$ cat src/lsu_pkg.sv
package lsu_pkg;

    localparam int XLEN       = 32;
    localparam int REG_ADDR_W = 5;
    localparam int BSEL_W     = XLEN / 8;  // one select bit per byte lane

    typedef enum logic [3:0] {
        NONE  = 4'd0,
        LD_B  = 4'd1,
        LD_BU = 4'd2,
        LD_H  = 4'd3,
        LD_HU = 4'd4,
        LD_W  = 4'd5,
        ST_B  = 4'd6,
        ST_H  = 4'd7,
        ST_W  = 4'd8
    } mem_op_e;

    // what execute hands over, wdata is the alu result for non-memory ops
    typedef struct packed {
        logic                  valid;
        logic [XLEN-1:0]       pc;
        mem_op_e               op;
        logic [XLEN-1:0]       addr;
        logic [XLEN-1:0]       st_data;
        logic                  wreg;
        logic [REG_ADDR_W-1:0] waddr;
        logic [XLEN-1:0]       wdata;
    } ex_mem1_t;

    typedef struct packed {
        logic                  valid;
        logic [XLEN-1:0]       pc;
        mem_op_e               op;
        logic [XLEN-1:0]       addr;
        logic                  mem_access_valid;  // a bus cycle is needed
        logic                  is_store;
        logic [BSEL_W-1:0]     byte_sel;
        logic [XLEN-1:0]       st_data;           // already replicated onto the lanes
        logic                  wreg;
        logic [REG_ADDR_W-1:0] waddr;
        logic [XLEN-1:0]       wdata;
        logic                  ale;
    } mem1_mem2_t;

    typedef struct packed {
        logic                  valid;
        logic [XLEN-1:0]       pc;
        logic                  wreg;
        logic [REG_ADDR_W-1:0] waddr;
        logic [XLEN-1:0]       wdata;
        logic                  ale;
    } mem2_wb_t;

    typedef struct packed {
        logic                  wreg;
        logic                  data_ready;
        logic [REG_ADDR_W-1:0] waddr;
        logic [XLEN-1:0]       wdata;
    } data_forward_t;

endpackage

$ cat src/wb_pkg.sv
package wb_pkg;

    localparam int WB_ADR_W = 32;
    localparam int WB_DAT_W = 32;
    localparam int WB_SEL_W = 4;

    // classic cycle, stb is only meaningful while cyc is high
    typedef struct packed {
        logic                cyc;
        logic                stb;
        logic                we;
        logic [WB_ADR_W-1:0] adr;
        logic [WB_SEL_W-1:0] sel;
        logic [WB_DAT_W-1:0] dat_w;
    } wb_m2s_t;

    typedef struct packed {
        logic                ack;
        logic [WB_DAT_W-1:0] dat_r;
    } wb_s2m_t;

endpackage
$ cat src/dbus_master.sv
`timescale 1ns/10ps

module dbus_master (
    input  logic                         clk,
    input  logic                         rst,
    input  logic                         access_req_i,
    input  lsu_pkg::mem1_mem2_t          access_i,
    input  wb_pkg::wb_s2m_t              wb_i,
    output wb_pkg::wb_m2s_t              wb_o,
    output logic                         data_ok_o,
    output logic [lsu_pkg::XLEN-1:0]     rdata_o
);

    typedef enum logic [1:0] {
        S_IDLE,
        S_BUS,
        S_RELEASE
    } state_e;

    state_e                        state_q;
    logic                          start;
    logic                          abandon_q;
    logic                          we_q;
    logic [wb_pkg::WB_ADR_W-1:0]   adr_q;
    logic [wb_pkg::WB_SEL_W-1:0]   sel_q;
    logic [wb_pkg::WB_DAT_W-1:0]   dat_q;

    // in release the request seen is always a new one, the old record has moved on
    assign start = access_req_i & ((state_q == S_IDLE) | (state_q == S_RELEASE));

    always_ff @(posedge clk) begin
        if (rst) begin
            state_q <= S_IDLE;
        end else begin
            case (state_q)
                S_IDLE:    if (start) state_q <= S_BUS;
                S_BUS:     if (wb_i.ack) state_q <= S_RELEASE;
                S_RELEASE: state_q <= start ? S_BUS : S_IDLE;
                default:   state_q <= S_IDLE;
            endcase
        end
    end

    // once the requester lets go mid cycle (flush) the reply belongs to nobody
    always_ff @(posedge clk) begin
        if (rst) begin
            abandon_q <= 1'b0;
        end else if (start) begin
            abandon_q <= 1'b0;
        end else if ((state_q == S_BUS) & ~access_req_i) begin
            abandon_q <= 1'b1;
        end
    end

    always_ff @(posedge clk) begin
        if (start) begin
            we_q  <= access_i.is_store;
            adr_q <= {access_i.addr[wb_pkg::WB_ADR_W-1:2], 2'b00};  // word address
            sel_q <= access_i.byte_sel;
            dat_q <= access_i.st_data;
        end
    end

    always_comb begin
        wb_o.cyc   = (state_q == S_BUS);
        wb_o.stb   = (state_q == S_BUS);
        wb_o.we    = we_q;
        wb_o.adr   = adr_q;
        wb_o.sel   = sel_q;
        wb_o.dat_w = dat_q;
    end

    assign data_ok_o = (state_q == S_BUS) & wb_i.ack & access_req_i & ~abandon_q;
    assign rdata_o   = wb_i.dat_r;

endmodule

$ cat src/lsu_top.sv
`timescale 1ns/10ps

module lsu_top (
    input  logic                    clk,
    input  logic                    rst,
    input  logic                    flush_i,
    input  lsu_pkg::ex_mem1_t       req_i,
    input  wb_pkg::wb_s2m_t         wb_i,
    output logic                    advance_o,
    output wb_pkg::wb_m2s_t         wb_o,
    output lsu_pkg::data_forward_t  fwd_o,
    output lsu_pkg::mem2_wb_t       result_o
);

    lsu_pkg::mem1_mem2_t          mem1_q;
    logic                         access_req;
    logic                         data_ok;
    logic [lsu_pkg::XLEN-1:0]     rdata;

    mem1_stage u_mem1 (
        .clk       (clk),
        .rst       (rst),
        .flush_i   (flush_i),
        .advance_i (advance_o),
        .req_i     (req_i),
        .mem1_o    (mem1_q)
    );

    dbus_master u_dbus (
        .clk          (clk),
        .rst          (rst),
        .access_req_i (access_req),
        .access_i     (mem1_q),
        .wb_i         (wb_i),
        .wb_o         (wb_o),
        .data_ok_o    (data_ok),
        .rdata_o      (rdata)
    );

    // mem2 alone decides when the whole back end moves
    mem2_stage u_mem2 (
        .clk             (clk),
        .rst             (rst),
        .flush_i         (flush_i),
        .mem1_i          (mem1_q),
        .data_ok_i       (data_ok),
        .rdata_i         (rdata),
        .access_req_o    (access_req),
        .advance_ready_o (advance_o),
        .fwd_o           (fwd_o),
        .result_o        (result_o)
    );

endmodule

$ cat src/mem1_stage.sv
`timescale 1ns/10ps

module mem1_stage (
    input  logic                clk,
    input  logic                rst,
    input  logic                flush_i,
    input  logic                advance_i,
    input  lsu_pkg::ex_mem1_t   req_i,
    output lsu_pkg::mem1_mem2_t mem1_o
);

    logic                         is_load;
    logic                         is_store;
    logic [1:0]                   size;        // 0 byte, 1 halfword, 2 word
    logic                         misaligned;
    logic                         ale;
    logic [lsu_pkg::BSEL_W-1:0]   byte_sel;
    logic [lsu_pkg::XLEN-1:0]     st_data;
    lsu_pkg::mem1_mem2_t          mem1_d;

    always_comb begin
        is_load  = 1'b0;
        is_store = 1'b0;
        size     = 2'd0;
        case (req_i.op)
            lsu_pkg::LD_B, lsu_pkg::LD_BU: is_load = 1'b1;
            lsu_pkg::LD_H, lsu_pkg::LD_HU: begin
                is_load = 1'b1;
                size    = 2'd1;
            end
            lsu_pkg::LD_W: begin
                is_load = 1'b1;
                size    = 2'd2;
            end
            lsu_pkg::ST_B: is_store = 1'b1;
            lsu_pkg::ST_H: begin
                is_store = 1'b1;
                size     = 2'd1;
            end
            lsu_pkg::ST_W: begin
                is_store = 1'b1;
                size     = 2'd2;
            end
            default: ;
        endcase
    end

    assign misaligned = ((size == 2'd1) & req_i.addr[0]) |
                        ((size == 2'd2) & (|req_i.addr[1:0]));
    assign ale = req_i.valid & (is_load | is_store) & misaligned;

    // loads carry the lane select too, the slave may use it for reads
    always_comb begin
        case (size)
            2'd0:    byte_sel = 4'b0001 << req_i.addr[1:0];
            2'd1:    byte_sel = req_i.addr[1] ? 4'b1100 : 4'b0011;
            default: byte_sel = 4'b1111;
        endcase
    end

    always_comb begin
        case (size)
            2'd0:    st_data = {4{req_i.st_data[7:0]}};
            2'd1:    st_data = {2{req_i.st_data[15:0]}};
            default: st_data = req_i.st_data;
        endcase
    end

    always_comb begin
        mem1_d.valid            = req_i.valid;
        mem1_d.pc               = req_i.pc;
        mem1_d.op               = req_i.op;
        mem1_d.addr             = req_i.addr;
        mem1_d.mem_access_valid = req_i.valid & (is_load | is_store) & ~ale;
        mem1_d.is_store         = is_store;
        mem1_d.byte_sel         = byte_sel;
        mem1_d.st_data          = st_data;
        mem1_d.wreg             = req_i.wreg;
        mem1_d.waddr            = req_i.waddr;
        mem1_d.wdata            = req_i.wdata;
        mem1_d.ale              = ale;
    end

    always_ff @(posedge clk) begin
        if (rst) begin
            mem1_o <= '0;
        end else if (flush_i) begin
            mem1_o <= '0;
        end else if (advance_i) begin
            mem1_o <= mem1_d;
        end
    end

endmodule

$ cat src/mem2_stage.sv
`timescale 1ns/10ps

module mem2_stage (
    input  logic                         clk,
    input  logic                         rst,
    input  logic                         flush_i,
    input  lsu_pkg::mem1_mem2_t          mem1_i,
    input  logic                         data_ok_i,
    input  logic [lsu_pkg::XLEN-1:0]     rdata_i,
    output logic                         access_req_o,
    output logic                         advance_ready_o,
    output lsu_pkg::data_forward_t       fwd_o,
    output lsu_pkg::mem2_wb_t            result_o
);

    localparam int XLEN = lsu_pkg::XLEN;

    logic                 mem_access;
    logic                 is_load;
    logic                 reply_ok;
    logic                 advance;
    logic                 data_already_ok;
    logic [XLEN-1:0]      data_delay;
    logic [XLEN-1:0]      load_data;
    logic [XLEN-1:0]      lane;
    lsu_pkg::mem2_wb_t    wb_d;

    assign mem_access = mem1_i.mem_access_valid;
    assign is_load    = mem_access & ~mem1_i.is_store;
    assign reply_ok   = data_ok_i | data_already_ok;

    // stores wait for their ack as well as loads
    assign advance         = ~mem_access | reply_ok;
    assign advance_ready_o = advance;
    assign access_req_o    = mem_access & ~data_already_ok;

    always_ff @(posedge clk) begin
        if (rst) begin
            data_already_ok <= 1'b0;
        end else if (advance | flush_i) begin
            data_already_ok <= 1'b0;
        end else if (data_ok_i) begin
            data_already_ok <= 1'b1;
        end
    end

    always_ff @(posedge clk) begin
        if (data_ok_i) data_delay <= rdata_i;
    end

    assign load_data = data_already_ok ? data_delay : rdata_i;
    assign lane      = load_data >> {mem1_i.addr[1:0], 3'b000};  // addressed byte to bit 0

    always_comb begin
        wb_d.valid = mem1_i.valid;
        wb_d.pc    = mem1_i.pc;
        wb_d.wreg  = mem1_i.wreg;
        wb_d.waddr = mem1_i.waddr;
        wb_d.wdata = mem1_i.wdata;
        wb_d.ale   = mem1_i.ale;
        if (is_load) begin
            case (mem1_i.op)
                lsu_pkg::LD_B:  wb_d.wdata = {{(XLEN-8){lane[7]}}, lane[7:0]};
                lsu_pkg::LD_BU: wb_d.wdata = {{(XLEN-8){1'b0}}, lane[7:0]};
                lsu_pkg::LD_H:  wb_d.wdata = {{(XLEN-16){lane[15]}}, lane[15:0]};
                lsu_pkg::LD_HU: wb_d.wdata = {{(XLEN-16){1'b0}}, lane[15:0]};
                lsu_pkg::LD_W:  wb_d.wdata = load_data;
                default: ;
            endcase
        end
    end

    // a load is only forwardable once its data is here
    always_comb begin
        fwd_o.wreg       = mem1_i.wreg;
        fwd_o.data_ready = ~is_load | reply_ok;
        fwd_o.waddr      = mem1_i.waddr;
        fwd_o.wdata      = wb_d.wdata;
    end

    always_ff @(posedge clk) begin
        if (rst) begin
            result_o <= '0;
        end else if (flush_i) begin
            result_o <= '0;
        end else if (advance) begin
            result_o <= wb_d;
        end
    end

endmodule

$ cat config.mk
export PLATFORM = sky130hd
export DESIGN_NAME = lsu_top
export DESIGN_NICKNAME = d
export VERILOG_FILES = /design/src/lsu_pkg.sv /design/src/wb_pkg.sv /design/src/dbus_master.sv /design/src/lsu_top.sv /design/src/mem1_stage.sv /design/src/mem2_stage.sv
export SDC_FILE = /design/constraint.sdc
export NUM_CORES = 1
export LEC_CHECK = 0
export ABC_AREA = 1
export BUFFER_PORTS_ARGS = -buffer_cell sky130_fd_sc_hd__buf_2
export CAP_MARGIN = 20
export CORE_UTILIZATION = 40
export CTS_CLUSTER_SIZE = 40
export DETAILED_ROUTE_END_ITERATION = 7
export GPL_TIMING_DRIVEN = 0
export PLACE_DENSITY = 0.73
export SYNTH_ARGS = -nofsm -noshare
export SYNTH_HDL_FRONTEND = slang
export SYNTH_SLANG_ARGS = --single-unit
$ cat constraint.sdc
create_clock -name clk -period 5.85 [get_ports clk]
set_clock_uncertainty 0.2 [all_clocks]
set_input_delay 0.585 -clock clk [delete_from_list [all_inputs] [get_ports clk]]
set_output_delay 0.585 -clock clk [all_outputs]
set_load 0.02 [all_outputs]
==> summary.md <==
| Metric | Value |
|---|---|
| Design Area, Final | 16600 um2 |
| DRT iter0 DRCs | 850 |
| Count of cells resized by post-cts repair | 0 |
| TritonCTS sink count | 321 |
| Number of flops mapped to enable cells by yosys | 99 |
| CTS Buffer Depth | 3 |
| Worst vdd rail ir drop | 0.000159 V |
| Max Clock Freq | 300 MHz |
| Part of the cycle the worst path needs | 57.0% |
| Via count of the first global-routing pass | 11400 |
| CTS tree | built |
| Global-route total usage across every layer | 25.0% |
| Number of flip-flops and latches in the synthesized netlist | 321 |
| Clock slew at reported path FFs | 0.06 ns |
| Power density over the cells | 310 nW/um2 |
| Final weighted congestion in routability-driven placement | 0.930 |
| Clk_lat worst skew | 0.51 ns |
| Final HPWL from detailed placement | 31800 um |
| CP startpoint kind | flop |
| Wire length per cell after detailed routing | 18.0 um |
| Top cell by count, worst path | sky130_fd_sc_hd__nand2_1 |
| Maxcap violations | 0 |
| Critical setup path kind | flop to output pin |
| Y dimension of the die | 182 um |
| Global-route wire length before repair | 64200 um |
| Share of cells above drive strength 1 | 27.6% |
| Area of the core | 31700 um2 |
| Distinct cell type count of the synthesized netlist | 41 |
| Remaining DRCs | 0 |
| Cell taking the most area after synthesis | sky130_fd_sc_hd__dfxtp_1 |
| Delay contributed by the slowest stage of the critical path | 0.50 ns |
| Critical Path End Type | output pin |
| Crit path depth | 10 |
| Worst slew pin tran | 0.971 ns |
| Register area | 7420 um2 |
| Bufs and invs on worst path | 4 |
| Setup repair bufs after CTS | 0 |
| Main flop type after synthesis | sky130_fd_sc_hd__dfxtp_1 |
| RSZ-0062 raised after global routing | false |
| Average instance area after synthesis | 8.58 um2 |
| Setup TNS | 0 ns |
| Post-detailed-placement cell area | 15300 um2 |
| Multi-input combinational cell area | 4550 um2 |
| List of most frequent post-synthesis cells | sky130_fd_sc_hd__nor2_1 (287), sky130_fd_sc_hd__nand2_1 (242), sky130_fd_sc_hd__dfxtp_1 (222) |
| Library cell with the highest instance count after synthesis | sky130_fd_sc_hd__nor2_1 |
| Status | complete, no violations |
| Starting density of the core | 40.9% |
| I/O pins | 358 |
| Number of buffers inserted during clock tree synthesis | 36 |
| Netlist Area Pre-Place | 13000 um2 |
| Slew HR | 35.1% |
| Post-synth top area share | 34.3% |
| Number of failing hold endpoints at the final stage | 0 |
| Startpoint of the worst hold path | wb_i[28] |
| Final count of negative-setup-slack endpoints | 0 |
| Number of buffers added on ports | 355 |
| Number of detailed-route iterations in the first pass | 5 |
| Share of synthesized flip-flops with an asynchronous set or reset | 0% |
| Die area | 33100 um2 |
| Cells traversed along the worst timing path | buf_4 > clkbuf_1 > nand3_1 > nand3_1 > nand2_1 > nand2_1 > nand2_1 > o21ai_2 > inv_1 > buf_2 |
| Final layout net count | 2084 |
| Number of antenna violations at the first check in global routing | 9 |
| Count of nets left with antenna violations after detail routing | 0 |
| Endpoint arrival time on the critical path | 2.55 ns |
| CP max-delay cell | sky130_fd_sc_hd__clkbuf_1 |
| Filler Cell Count | 2974 |
| Buffer type at the clock tree root | sky130_fd_sc_hd__clkbuf_16 |
| Average via count per standard cell | 5.12 |
| Reg-to-reg critical path endpoint | u_dbus.adr_q[7] |
| Biggest area contributors in the synthesized netlist | sky130_fd_sc_hd__dfxtp_1 (34%), sky130_fd_sc_hd__edfxtp_1 (23%), sky130_fd_sc_hd__nor2_1 (8.3%), sky130_fd_sc_hd__nand2_1 (7.0%), sky130_fd_sc_hd__o21ai_0 (6.8%) |
| Count of pins over their slew limit | 0 |
| Via count | 12000 |
| FP Rows | 65 |
| Count of mapped cells out of synthesis | 1512 |
| Final wirelength | 42100 um |
| Part of the Yosys area used for sequential elements | 57.2% |
| Timing startpoint of the critical path | u_mem1.mem1_o[77] |
| Delay-heaviest family, CP | buffers and inverters |
| Clock H-tree levels | 2 |
| Layout Area Growth over Synthesis | 27.7% |
| Global-route congestion overflow total | 0 |
| Leakage | 0.00783 uW |
| Crit Reg-Reg Startpoint | u_mem2.data_already_ok |
| Pin count of the biggest net entering global routing | 34 |
| Width of the chip | 182 um |
| Clock period minus worst slack | 3.33 ns |
| Setup slack of the worst register-to-register path | 3.35 ns |
| Class of the tightest hold or removal check | primary input to flop |
| Critical path required time | 5.07 ns |
| Count of hold-fix buffers inserted at cts | 0 |
| Highest fanout seen on the critical path | 10 |
| Logic depth of the worst register-to-register path | 6 |
| Yosys warning total | 0 |
| Endpoint of the worst setup timing path | fwd_o[8] |
[logic make-up (layout without fill, tap and decap cells)]
| logic type | Yosys count | count (layout) | synth area share (%) |
|---|---|---|---|
| AND/OR/NAND/NOR | 631 | 631 | 19.9 |
| AO/OA/AOI/OAI | 352 | 352 | 15.0 |
| flip-flops | 321 | 321 | 57.2 |
| buffers and inverters | 207 | 629 | 7.85 |
| other | 1 | 9 | 0.0289 |
[cell usage in the layout (no fill, tap or decap), types with 4 or more instances in the layout]
cell type | synthesis | layout
sky130_fd_sc_hd__buf_2 | 26 | 381
sky130_fd_sc_hd__nor2_1 | 287 | 285
sky130_fd_sc_hd__nand2_1 | 242 | 242
sky130_fd_sc_hd__dfxtp_1 | 222 | 222
sky130_fd_sc_hd__o21ai_0 | 177 | 177
sky130_fd_sc_hd__edfxtp_1 | 99 | 99
sky130_fd_sc_hd__inv_1 | 95 | 95
sky130_fd_sc_hd__o21ai_1 | 65 | 65
sky130_fd_sc_hd__nand3_1 | 57 | 57
sky130_fd_sc_hd__a21oi_1 | 52 | 52
sky130_fd_sc_hd__clkbuf_1 | 37 | 41
sky130_fd_sc_hd__clkbuf_16 | 0 | 39
sky130_fd_sc_hd__buf_6 | 18 | 18
sky130_fd_sc_hd__buf_4 | 18 | 18
sky130_fd_sc_hd__o21ai_2 | 15 | 15
sky130_fd_sc_hd__or2_2 | 12 | 12
sky130_fd_sc_hd__a31oi_1 | 9 | 9
sky130_fd_sc_hd__and2_1 | 9 | 9
sky130_fd_sc_hd__o211ai_1 | 9 | 9
sky130_fd_sc_hd__a41oi_1 | 8 | 8
sky130_fd_sc_hd__o21bai_1 | 7 | 7
sky130_fd_sc_hd__clkinv_2 | 0 | 7
sky130_fd_sc_hd__diode_2 | 0 | 6
sky130_fd_sc_hd__inv_2 | 6 | 6
sky130_fd_sc_hd__nand2_2 | 5 | 5
sky130_fd_sc_hd__nor2_4 | 2 | 4
sky130_fd_sc_hd__or2_1 | 4 | 4
sky130_fd_sc_hd__nand4_1 | 4 | 4
sky130_fd_sc_hd__clkinv_1 | 1 | 4
[flip-flops by register name, indices dropped and copies added (netlist names)]
signal,cells
u_dbus.sel_q,4
u_dbus.adr_q,30
u_mem2.data_already_ok,1
u_dbus.we_q,1
u_mem2.result_o,72
u_mem1.mem1_o,146
u_mem2.data_delay,32
u_dbus.abandon_q,1
u_dbus.dat_q,32
u_dbus.state_q,2
[worst min-delay path by stage]
stage / endpoint / slack, ns / depth (start not counted)
floorplan: u_dbus.adr_q[10] / 0.20 / 0
global placement: u_dbus.adr_q[23] / 0.21 / 0
detailed placement: u_dbus.adr_q[10] / 0.21 / 0
CTS: u_mem2.data_delay[28] / 0.05 / 1
global route: u_mem2.data_delay[28] / 0.05 / 1
finish: u_mem2.data_delay[28] / 0.06 / 1
[per-stage QoR]
stage	power [uW]	hold WS (ns)	worst slack [ns]	util, %	std cells
global placement	2870	0.207	0.314	48.1	2271
global route	5320	0.0486	2.43	52.2	2344
floorplan	2680	0.203	1.61	-	1514
detailed placement	2880	0.211	3.08	48.3	2273
finish	5140	0.0641	2.52	52.2	2344
CTS	5170	0.0491	2.54	52.2	2338
[where the power goes]
group	internal (uW)	total, uW	switching [uW]
Combinational	162	446	284
Sequential	2350	2390	33.1
Clock	1380	2310	928
[metal layers]
layer | wire length [um] | global-route usage [%] | up-vias | part of all wire, %
li1 | - | - | 5779 | -
met1 | 18100 | 33.2 | 5612 | 43
met2 | 19100 | 39.1 | 517 | 45
met3 | 3260 | 5.13 | 101 | 7.7
met4 | 1710 | 11.9 | 2 | 4.1
met5 | 13 | 0 | - | 0.031
[cell type report]
class / instances / share of cell area [%]
clock buffers: 45 / 6.15
multi-input cells: 986 / 27.5
flip-flops and latches: 321 / 44.8
clock inverters: 20 / 1.22
well taps: 402 / 3.04
diodes: 6 / 0.0907
inverters: 104 / 2.39
plain buffers: 103 / 3.76
repair buffers: 357 / 11.1
(Power assumes the default switching activity.)
